==> src/mul_pkg.sv <==
`default_nettype none

package mul_pkg;

  // Opcode of a multiply request
  // Each encoding picks the signedness of operand 1 and operand 2 on its own
  typedef enum logic [1:0] {
    MUL_UU = 2'b00,
    MUL_SS = 2'b01,
    MUL_SU = 2'b10,
    MUL_US = 2'b11
  } mul_op_e;

  // Sign flags decoded from the opcode
  // A clear flag means the operand is zero-extended
  typedef struct packed {
    logic op1_signed;
    logic op2_signed;
  } mul_sign_t;

  // Number of radix-4 Booth partial products for an even operand width
  // The extra row covers the two sign-extension bits of the multiplier
  function automatic int booth_row_count(input int mul_size);
    return mul_size / 2 + 1;
  endfunction

  // Width of the count of negative Booth rows
  // One bit more than the clog2 of the row count so that a full count still fits
  function automatic int booth_corr_width(input int mul_size);
    return $clog2(booth_row_count(mul_size)) + 1;
  endfunction

endpackage

`default_nettype wire

==> src/mul_operand_stage.sv <==
`timescale 1ns/10ps
`default_nettype none

module mul_operand_stage
  import mul_pkg::*;
#(
  parameter int MUL_SIZE = 32
) (
  input  logic                  clk,
  input  logic                  rst_n,
  input  logic                  advance,
  input  logic                  in_valid,
  input  logic [MUL_SIZE-1:0]   in_op1,
  input  logic [MUL_SIZE-1:0]   in_op2,
  input  mul_op_e               in_op,
  output logic [MUL_SIZE-1:0]   op1,
  output logic [MUL_SIZE-1:0]   op2,
  output mul_sign_t             sign,
  output logic                  s1_valid
);

  mul_sign_t sign_d;

  // Decode the opcode into one sign flag per operand
  // Operand 1 is the multiplicand and operand 2 the multiplier
  always_comb begin
    sign_d.op1_signed = 1'b0;
    sign_d.op2_signed = 1'b0;
    case (in_op)
      MUL_UU: begin
        sign_d.op1_signed = 1'b0;
        sign_d.op2_signed = 1'b0;
      end
      MUL_SS: begin
        sign_d.op1_signed = 1'b1;
        sign_d.op2_signed = 1'b1;
      end
      MUL_SU: begin
        sign_d.op1_signed = 1'b1;
        sign_d.op2_signed = 1'b0;
      end
      MUL_US: begin
        sign_d.op1_signed = 1'b0;
        sign_d.op2_signed = 1'b1;
      end
      default: ;
    endcase
  end

  // Stage valid follows the input valid whenever the pipeline moves
  // A load with in_valid low leaves the stage empty
  always_ff @(posedge clk or negedge rst_n) begin
    if (!rst_n) begin
      s1_valid <= 1'b0;
    end else if (advance) begin
      s1_valid <= in_valid;
    end
  end

  // Operands and flags load on the same advance as the stage valid
  always_ff @(posedge clk) begin
    if (advance) begin
      op1  <= in_op1;
      op2  <= in_op2;
      sign <= sign_d;
    end
  end

  // A request stalled by the output side must be held unchanged by the producer
  a_hold_request: assert property (@(posedge clk) disable iff (!rst_n)
    in_valid && !advance |=> in_valid && $stable(in_op) && $stable(in_op1) && $stable(in_op2));

endmodule

`default_nettype wire

==> src/booth4_op_generator.sv <==
`timescale 1ns/10ps
`default_nettype none

module booth4_op_generator
  import mul_pkg::*;
#(
  parameter int MUL_SIZE = 32
) (
  input  logic [MUL_SIZE-1:0]                   op1,
  input  logic [MUL_SIZE-1:0]                   op2,
  input  mul_sign_t                             sign,
  output logic [2*MUL_SIZE-1:0]                 pp [booth_row_count(MUL_SIZE)],
  output logic [booth_corr_width(MUL_SIZE)-1:0] corr
);

  localparam int PW   = 2 * MUL_SIZE;
  localparam int ROWS = booth_row_count(MUL_SIZE);
  localparam int CW   = booth_corr_width(MUL_SIZE);

  logic                mcand_sign;
  logic                mplier_sign;
  logic [MUL_SIZE+2:0] mplier_ext;
  logic [PW-1:0]       mcand_ext;
  logic [ROWS-1:0]     neg_row;

  // An unsigned operand behaves as if its sign bit were zero
  assign mcand_sign  = sign.op1_signed & op1[MUL_SIZE-1];
  assign mplier_sign = sign.op2_signed & op2[MUL_SIZE-1];

  // Two sign bits on top make the row count work for unsigned operands too
  // The zero below bit 0 is the implicit neighbour of the first group
  assign mplier_ext = {{2{mplier_sign}}, op2, 1'b0};
  assign mcand_ext  = {{(PW - MUL_SIZE){mcand_sign}}, op1};

  for (genvar r = 0; r < ROWS; r++) begin : g_row
    logic [2:0]    grp;
    logic [PW-1:0] row_val;

    // Groups overlap by one bit and step by two
    assign grp = mplier_ext[2*r+2 -: 3];

    // Recoded digit times the multiplicand, weighted by four to the row index
    // Negative digits give the ones complement and owe a +1 at bit 0
    always_comb begin
      case (grp)
        3'b001, 3'b010: row_val = mcand_ext << (2 * r);
        3'b011:         row_val = mcand_ext << (2 * r + 1);
        3'b100:         row_val = ~(mcand_ext << (2 * r + 1));
        3'b101, 3'b110: row_val = ~(mcand_ext << (2 * r));
        default:        row_val = '0;
      endcase
    end

    assign pp[r] = row_val;

    // Digit is negative for 100, 101 and 110
    // The code 111 is minus zero and needs no correction
    assign neg_row[r] = grp[2] & ~(grp[1] & grp[0]);
  end

  // Every inverted row is one short of its twos complement
  // Their number is added back once as a single small operand
  always_comb begin
    corr = '0;
    for (int r = 0; r < ROWS; r++) begin
      corr = corr + CW'(neg_row[r]);
    end
  end

endmodule

`default_nettype wire

==> src/csa_tree_reducer.sv <==
`timescale 1ns/10ps
`default_nettype none

module csa_tree_reducer
  import mul_pkg::*;
#(
  parameter int MUL_SIZE = 32
) (
  input  logic                                  clk,
  input  logic                                  rst_n,
  input  logic                                  advance,
  input  logic                                  s1_valid,
  input  logic [2*MUL_SIZE-1:0]                 pp [booth_row_count(MUL_SIZE)],
  input  logic [booth_corr_width(MUL_SIZE)-1:0] corr,
  output logic [2*MUL_SIZE-1:0]                 sum,
  output logic [2*MUL_SIZE-1:0]                 carry,
  output logic                                  s2_valid
);

  // Operand count left after a number of 3:2 layers
  // Each full group of three becomes two and leftovers pass through
  function automatic int ops_after(input int n_ops, input int layers);
    int n;
    n = n_ops;
    for (int l = 0; l < layers; l++) begin
      if (n > 2) begin
        n = 2 * (n / 3) + n % 3;
      end
    end
    return n;
  endfunction

  // Number of layers until only sum and carry remain
  function automatic int layer_count(input int n_ops);
    int n;
    int k;
    n = n_ops;
    k = 0;
    while (n > 2) begin
      n = 2 * (n / 3) + n % 3;
      k++;
    end
    return k;
  endfunction

  localparam int PW     = 2 * MUL_SIZE;
  localparam int ROWS   = booth_row_count(MUL_SIZE);
  localparam int CW     = booth_corr_width(MUL_SIZE);
  localparam int N_OPS  = ROWS + 1;
  localparam int LAYERS = layer_count(N_OPS);

  // Operand vectors of every tree level where level 0 is the input set
  logic [PW-1:0] tree [LAYERS+1][N_OPS];

  for (genvar r = 0; r < ROWS; r++) begin : g_in
    assign tree[0][r] = pp[r];
  end
  // The correction count sits at bit 0 as the last operand
  assign tree[0][ROWS] = {{(PW - CW){1'b0}}, corr};

  for (genvar lay = 0; lay < LAYERS; lay++) begin : g_layer
    localparam int CNT    = ops_after(N_OPS, lay);
    localparam int GROUPS = CNT / 3;
    localparam int NEXT   = ops_after(N_OPS, lay + 1);

    // Bitwise full adders whose carries move one place up and drop off the top
    for (genvar g = 0; g < GROUPS; g++) begin : g_fa
      logic [PW-1:0] a;
      logic [PW-1:0] b;
      logic [PW-1:0] c;
      assign a = tree[lay][3*g];
      assign b = tree[lay][3*g+1];
      assign c = tree[lay][3*g+2];
      assign tree[lay+1][2*g]   = a ^ b ^ c;
      assign tree[lay+1][2*g+1] = ((a & b) | (a & c) | (b & c)) << 1;
    end

    // Up to two operands that do not fill a group go to the next level as they are
    for (genvar r = 3 * GROUPS; r < CNT; r++) begin : g_pass
      assign tree[lay+1][2*GROUPS+r-3*GROUPS] = tree[lay][r];
    end

    for (genvar r = NEXT; r < N_OPS; r++) begin : g_unused
      assign tree[lay+1][r] = '0;
    end
  end

  always_ff @(posedge clk or negedge rst_n) begin
    if (!rst_n) begin
      s2_valid <= 1'b0;
    end else if (advance) begin
      s2_valid <= s1_valid;
    end
  end

  // Redundant form of the product that the output side resolves
  always_ff @(posedge clk) begin
    if (advance) begin
      sum   <= tree[LAYERS][0];
      carry <= tree[LAYERS][1];
    end
  end

endmodule

`default_nettype wire

==> src/mul_result_stage.sv <==
`timescale 1ns/10ps
`default_nettype none

module mul_result_stage #(
  parameter int MUL_SIZE = 32
) (
  input  logic                  clk,
  input  logic                  rst_n,
  input  logic                  s2_valid,
  input  logic [2*MUL_SIZE-1:0] sum,
  input  logic [2*MUL_SIZE-1:0] carry,
  input  logic                  out_ready,
  output logic                  out_valid,
  output logic [2*MUL_SIZE-1:0] out_product,
  output logic                  advance
);

  localparam int PW = 2 * MUL_SIZE;

  logic [PW-1:0] product_d;

  // The pipeline moves when the output register is free or being drained
  // All earlier stages follow the same decision, so nothing is dropped
  assign advance = ~out_valid | out_ready;

  // The final carry-propagate addition drops the carry out of the top bit
  assign product_d = sum + carry;

  // Output valid reloads from the reducer on every advance
  // With s2_valid low this empties the register after a handshake
  always_ff @(posedge clk or negedge rst_n) begin
    if (!rst_n) begin
      out_valid <= 1'b0;
    end else if (advance) begin
      out_valid <= s2_valid;
    end
  end

  // Only real results are loaded and a bubble leaves the old value in place
  always_ff @(posedge clk) begin
    if (advance && s2_valid) begin
      out_product <= product_d;
    end
  end

  // A stalled reducer must keep its sum and carry pair until the pipeline moves
  a_hold_sum: assert property (@(posedge clk) disable iff (!rst_n)
    s2_valid && !advance |=> s2_valid && $stable(sum) && $stable(carry));

endmodule

`default_nettype wire

==> src/booth4_multiplier.sv <==
`timescale 1ns/10ps
`default_nettype none

module booth4_multiplier
  import mul_pkg::*;
#(
  parameter int MUL_SIZE = 32
) (
  input  logic                  clk,
  input  logic                  rst_n,
  input  logic                  in_valid,
  input  logic [MUL_SIZE-1:0]   in_op1,
  input  logic [MUL_SIZE-1:0]   in_op2,
  input  mul_op_e               in_op,
  output logic                  in_ready,
  input  logic                  out_ready,
  output logic                  out_valid,
  output logic [2*MUL_SIZE-1:0] out_product
);

  localparam int PW   = 2 * MUL_SIZE;
  localparam int ROWS = booth_row_count(MUL_SIZE);
  localparam int CW   = booth_corr_width(MUL_SIZE);

  logic                advance;
  logic [MUL_SIZE-1:0] op1;
  logic [MUL_SIZE-1:0] op2;
  mul_sign_t           sign;
  logic                s1_valid;
  logic [PW-1:0]       pp [ROWS];
  logic [CW-1:0]       corr;
  logic [PW-1:0]       sum;
  logic [PW-1:0]       carry;
  logic                s2_valid;

  // A new request enters exactly when the whole pipeline advances
  assign in_ready = advance;

  // Stage 1 holds the request and its decoded sign flags
  mul_operand_stage #(.MUL_SIZE(MUL_SIZE)) i_operand_stage (
    .clk      (clk),
    .rst_n    (rst_n),
    .advance  (advance),
    .in_valid (in_valid),
    .in_op1   (in_op1),
    .in_op2   (in_op2),
    .in_op    (in_op),
    .op1      (op1),
    .op2      (op2),
    .sign     (sign),
    .s1_valid (s1_valid)
  );

  // Combinational recoding between stage 1 and stage 2
  booth4_op_generator #(.MUL_SIZE(MUL_SIZE)) i_op_generator (
    .op1  (op1),
    .op2  (op2),
    .sign (sign),
    .pp   (pp),
    .corr (corr)
  );

  // Stage 2 reduces all rows to a sum and carry pair
  csa_tree_reducer #(.MUL_SIZE(MUL_SIZE)) i_tree_reducer (
    .clk      (clk),
    .rst_n    (rst_n),
    .advance  (advance),
    .s1_valid (s1_valid),
    .pp       (pp),
    .corr     (corr),
    .sum      (sum),
    .carry    (carry),
    .s2_valid (s2_valid)
  );

  // Stage 3 resolves the product and owns the stall decision
  mul_result_stage #(.MUL_SIZE(MUL_SIZE)) i_result_stage (
    .clk         (clk),
    .rst_n       (rst_n),
    .s2_valid    (s2_valid),
    .sum         (sum),
    .carry       (carry),
    .out_ready   (out_ready),
    .out_valid   (out_valid),
    .out_product (out_product),
    .advance     (advance)
  );

endmodule

`default_nettype wire

==> config.mk <==
export PLATFORM = sky130hd
export DESIGN_NAME = booth4_multiplier
export DESIGN_NICKNAME = d
export VERILOG_FILES = /design/src/mul_pkg.sv /design/src/mul_operand_stage.sv /design/src/booth4_op_generator.sv /design/src/csa_tree_reducer.sv /design/src/mul_result_stage.sv /design/src/booth4_multiplier.sv
export SDC_FILE = /design/constraint.sdc
export NUM_CORES = 2
export LEC_CHECK = 0
export ABC_AREA = 1
export BUFFER_PORTS_ARGS = -buffer_cell sky130_fd_sc_hd__buf_2
export CAP_MARGIN = 30
export CORE_MARGIN = 10
export CORE_UTILIZATION = 45
export DETAILED_ROUTE_END_ITERATION = 16
export GPL_TIMING_DRIVEN = 0
export SYNTH_ARGS = -nofsm -noshare
export SYNTH_HDL_FRONTEND = slang
export SYNTH_SLANG_ARGS = --single-unit
==> constraint.sdc <==
create_clock -name clk -period 11.3 [get_ports clk]
set_clock_uncertainty 0.15 [all_clocks]
set_input_delay 0.565 -clock clk [delete_from_list [all_inputs] [get_ports clk]]
set_output_delay 0.565 -clock clk [all_outputs]
set_load 0.01 [all_outputs]
# Yosys cells after proc, flatten, opt, wreduce, memory -nomap -nowiden
# Cells that the tools add are included.
# totals
reg_bits	260
inputBits	70
# classes
n_addsub	17
n_eq_ne	102
n_mux	18
bitwise	198
reduce_logical	34
# op_table
op	count
$pmux 64 s4	16
$and 63x63->63	46
$not 64->64	34
$or 63x63->63	32
$xor 64x64->64	31
$pmux 64 s3	1
$eq 3x3->1 const B	48
$and 63x6->63	2
$eq 3x2->1 const B	32
$add 6x1->6	15
$add 64x64->64	1
$reduce_or 2->1	32
$xor 64x6->64	1
$eq 3x1->1 const B	16
$and 1x1->1	34
$not 1->1	17
$eq 2x2->1 const B	4
$pmux 2 s4	1
$eq 2x1->1 const B	2
$add 1x1->2	1
$logic_not 2->1	1
$logic_and 1x1->1	1
$or 1x1->1	1

# Longest topological paths before layout
# depth
word_depth	32
depth_mapped	25

# Modules after synthesis
# From an unflattened synthesis, not the netlist that was laid out.
# unflattened
hier_cells	9359
area_unflattened_um2	62881.6
# modules_own_cells
module	n_inst	cells_per_inst	area_per_inst_um2
csa_tree_reducer	1	2580	28945.3
booth4_op_generator	1	5347	23956.7
mul_result_stage	1	1354	7905.1
mul_operand_stage	1	78	2074.5

# Least setup slack after synthesis
# Ideal clock, no wire load.
# synth_timing
path_kind	register -> register
start	register i_operand_stage.op2[23]
end	register i_tree_reducer.sum[4] (data pin)
setup_time_ns	0.269
arrival_time_ns	6.283
required_ns	10.881
setup_slack_ns	4.598
path_stages_with_launch	23
n_path_buf	0
period_less_slack_ns	6.702
path_cell_list	edfxtp_1 -> inv_2 -> nand2_1 -> a21oi_1 -> inv_2 -> nand2_1 -> inv_1 -> fa_1 -> fa_1 -> inv_1 -> fa_1 -> fa_1 -> ha_1 -> inv_1 -> fa_1 -> nor2_1 -> o21bai_1 -> fa_1 -> fa_1 -> fa_1 -> fa_1 -> inv_1 -> fa_1
# synth_lines
element	line	text
start, declared	mul_operand_stage.sv:17	output logic [MUL_SIZE-1:0] op2,
start signal, assigned	mul_operand_stage.sv:64	op2 <= in_op2;
end signal, assigned	csa_tree_reducer.sv:99	sum <= tree[LAYERS][0];
end, declared	csa_tree_reducer.sv:15	output logic [2*MUL_SIZE-1:0] sum,

==> metrics list <==
* Cell row count: 113
- Final WS setup: 3.49 ns
* Peak per-stage delay on the critical path: 0.68 ns
* Capture instance of the worst register-to-register path: i_tree_reducer.sum[4]
- Grt total ovfl: 0
- Cells with a size suffix above 1 make up 7.12% of the layout.
- Clock sink count: 259
* Flip-flop cell with the highest count after synthesis: edfxtp_1
- Commonest cells post-synth: inv_1 (1,089), nand2_1 (839), fa_1 (738)
- The portion of synthesized area spent on multiplexers is 0%.
- Among the stages of the critical path, the cell type that occurs most often is fa_1.
- Count of nets after finishing: 6,354
- For this design the top-level I/O count stands at 136.
- Multi-input gate area in the final layout: 29,700 µm²
- Residual DRC: 0
- Area share of the leading cell type in the synthesized netlist: 34.1%
- Across the run, the number of max-cap violations was 0.
- Critical path launch point type: register
- Maximum clock frequency: 128 MHz
- The run finished with clean final reports.
- Cts hold-fix bufs: 65
* Worst Reg2Reg Path Length in Cells: 20
* Worst reg2reg path startpoint: i_operand_stage.op2[23]
* Launching element of the worst setup path: i_operand_stage.op2[23]
- The H-tree was split into 2 levels.
- In the finished design, the share of the clock period the worst path needs comes to 69.1%.
- STA puts the critical path data required time at 11.48 ns.
* Most repeated cell in the gate-level netlist after synthesis: inv_1
* Number of different library cells in the post-synthesis netlist: 44
- Counting flops with a built-in enable in the synthesized netlist gives 256.
- Largest net degree at the start of global routing: 131
* Number of setup buffers added after CTS: 0
- Hold path startpoint: in_valid
- Vias: 44,000
- Post-DRT Antenna Nets: 0
- Most area-hungry cell type in the Yosys netlist: fa_1
- After detailed routing, the average wire length per cell comes to 37.5 µm.
- The Yosys step of the flow raised 0 warnings.
* Post-synthesis average cell area: 8.44 µm²
- The detailed router finished its first iteration with 7,828 violations.
* Endpoints failing setup: 0
* Shortest period the worst path allows: 7.81 ns
- Dpl ws: 3.70 ns
- After Yosys synthesis, XOR and XNOR cells account for 0.748% of the synthesized area.
- Die height: 330 µm
* Async SR Flop Fraction: 1.16%
* Max-slew headroom: 6.84%
- In the routed layout, each cell is associated on average with a via count of 6.54.
* Largest family of logic cells by synthesized area: adder cells
- STA classifies the critical path endpoint as a register.
- Following the worst setup path forward leads to its endpoint at i_tree_reducer.sum[4].
* Register-to-register setup slack: 3.49 ns
- Port buffering added 135 buffers.
- The clock passes through at most 3 buffers.
- The later pin in the worst-skew pair is clocked with a latency of 0.64 ns.
- Number of fill cells: 9,008
* Chip Width: 330 µm
* Cells after synthesis: 5,128
- Total Neg Setup Slack: 0 ns
* Largest driver fanout on the critical path: 7
- CTS placed an instance of clkbuf_16 at the clock tree root.
- Summed over all layers, the routed wires come to 253,000 µm.
- List of cells traversed by the critical path: inv_2, a21oi_1, clkinv_1, nand2_1, inv_1, fa_1, inv_1, fa_1, fa_1, ha_1, inv_1, fa_1, nor2_1, o21bai_1, fa_1, fa_1, fa_1, fa_1, inv_1, fa_1
- The critical path in this run is classified as register to register.
- Cell area after synthesis: 43,300 µm²
- Hold is met by 0.0345 ns.
- Main area contributors after synthesis: fa_1 (34%), edfxtp_1 (18%), inv_1 (9.4%)
- The initial antenna violation count was 21.
- The synthesized netlist devotes 17.7% of its cell area to compound gates.
- The die covers 109,000 µm².
* Seq cells post-synth: 259
- The number of pins exceeding their max-slew limit in the final report came to 0.
- Share of synthesized cell area in full adder, half adder and majority cells: 37.3%
- Clock edge transition at the registers on the reported setup and hold paths: 0.06 ns
* RSZ-0062 raised after global routing: no
- Share of synthesized area occupied by flip-flops and latches: 17.9%
- Vias in the first global route: 42,800
* Combined flip-flop and latch cell area: 7760 µm²
- Of the total synthesized cell area, the portion taken by AND, OR, NAND and NOR gates is 12.7%.
* Global-route wire length before repair: 341,000 µm
- Resized Gates After CTS: 0
- Classification of the worst-slack hold path: input pin to register
- Final estimated routing congestion in global placement: 1.16
- Worst EP arrival: 7.99 ns
* Final hold viol count: 0
- For this configuration, the core starts out at a cell density of 45.4%.
- Buffers inserted during clock tree synthesis total 34.
- Initial DRT Pass Iterations: 10
- Synthesis-to-finish area growth: 11.7%
- Core box area: 95,300 µm²
- TritonCTS built the clock tree.
* Placed wire-length estimate after detailed placement: 204,000 µm
- On the critical path, the stage with the largest delay is an instance of edfxtp_1.
- For the pin with the worst max-slew slack, the measured transition is 1.40 ns.
* Global routing usage summed across all routing layers: 45.6%
==> logic make-up after synthesis <==
logic type	after synthesis
flip-flops	259
AO/OA/AOI/OAI	1069
AND/OR/NAND/NOR	1386
XOR/XNOR	37
other	2
buffers and inverters	1526
adder cells (fa/ha/maj)	849
==> layout by cell type (no fill, tap or decap), types with 9 or more instances in the layout <==
cell	n
buf_1	14
a221oi_2	9
nand2_1	839
inv_1	1088
o2111ai_1	47
a22oi_1	42
a221oi_1	365
xor2_1	31
buf_8	47
buf_2	218
o21ai_0	216
edfxtp_1	256
clkbuf_16	34
clkinv_1	22
diode_2	9
buf_6	11
clkbuf_1	306
nand4_1	23
nor3_1	19
fa_1	738
o221ai_1	86
conb_1	9
nand3_1	67
a21oi_1	94
nor2_1	394
ha_1	111
o21bai_1	13
inv_2	18
o22ai_1	163
o21ai_1	27
dlygate4sd3_1	65
==> how the worst min path moves through the flow <==
stage	slack [ns]	cells after the start	end
after floorplan	0.12	0	i_operand_stage.s1_valid
after global placement	0.21	1	i_operand_stage.s1_valid
after detailed placement	0.21	1	i_operand_stage.s1_valid
after CTS	0.009	3	i_operand_stage.s1_valid
after global routing	0.04	3	i_operand_stage.s1_valid
final	0.03	3	i_operand_stage.s1_valid
==> through the flow <==
stage          util, %  std cells  instance area (µm²)
6_report          50.8       6734                48400
5_1_grt           50.7       6727                48300
4_1_cts           50.6       6715                48200
3_5_place_dp      48.7       6589                46400
3_3_place_gp      47.8       6535                45600
2_1_floorplan        -       5135                43300
==> sequential cells by signal, indices dropped and copies added, names as in the netlist <==
| signal | count |
|---|---|
| i_tree_reducer.carry | 62 |
| i_tree_reducer.s2_valid | 1 |
| i_operand_stage.sign | 2 |
| i_operand_stage.op1 | 32 |
| i_operand_stage.s1_valid | 1 |
| i_tree_reducer.sum | 64 |
| i_result_stage.out_product | 64 |
| i_operand_stage.op2 | 32 |
| i_result_stage.out_valid | 1 |
==> per-layer routing <==
layer,vias to the layer above,share of wire [%],track usage (%)
met5,-,0.30,4.61
met4,38,9.1,31.0
met3,1042,16,23.5
met2,3927,40,64.4
met1,21600,35,52.9
li1,17400,-,-
==> worst max-delay path, delay by kind of cell (launching register included) <==
kind | cells | cell delay (ns)
adder cells (fa/ha/maj) | 10 | 4.79
buffers and inverters | 6 | 0.91
flip-flops | 1 | 0.68
AND/OR/NAND/NOR | 2 | 0.67
AO/OA/AOI/OAI | 2 | 0.29
==> layout make-up <==
| cell class | count | area share [%] |
|---|---|---|
| flip-flops and latches | 259 | 16.0 |
| diodes | 9 | 0.0466 |
| clock inverters | 22 | 0.595 |
| inverters | 1123 | 8.73 |
| clock buffers | 39 | 1.80 |
| well taps | 1265 | 3.27 |
| multi-input cells | 3350 | 61.4 |
| plain buffers | 403 | 3.41 |
| repair buffers | 264 | 4.65 |
Power is not shown: default switching activity piles up to over one toggle a cycle in this logic, so the estimate is an artifact.
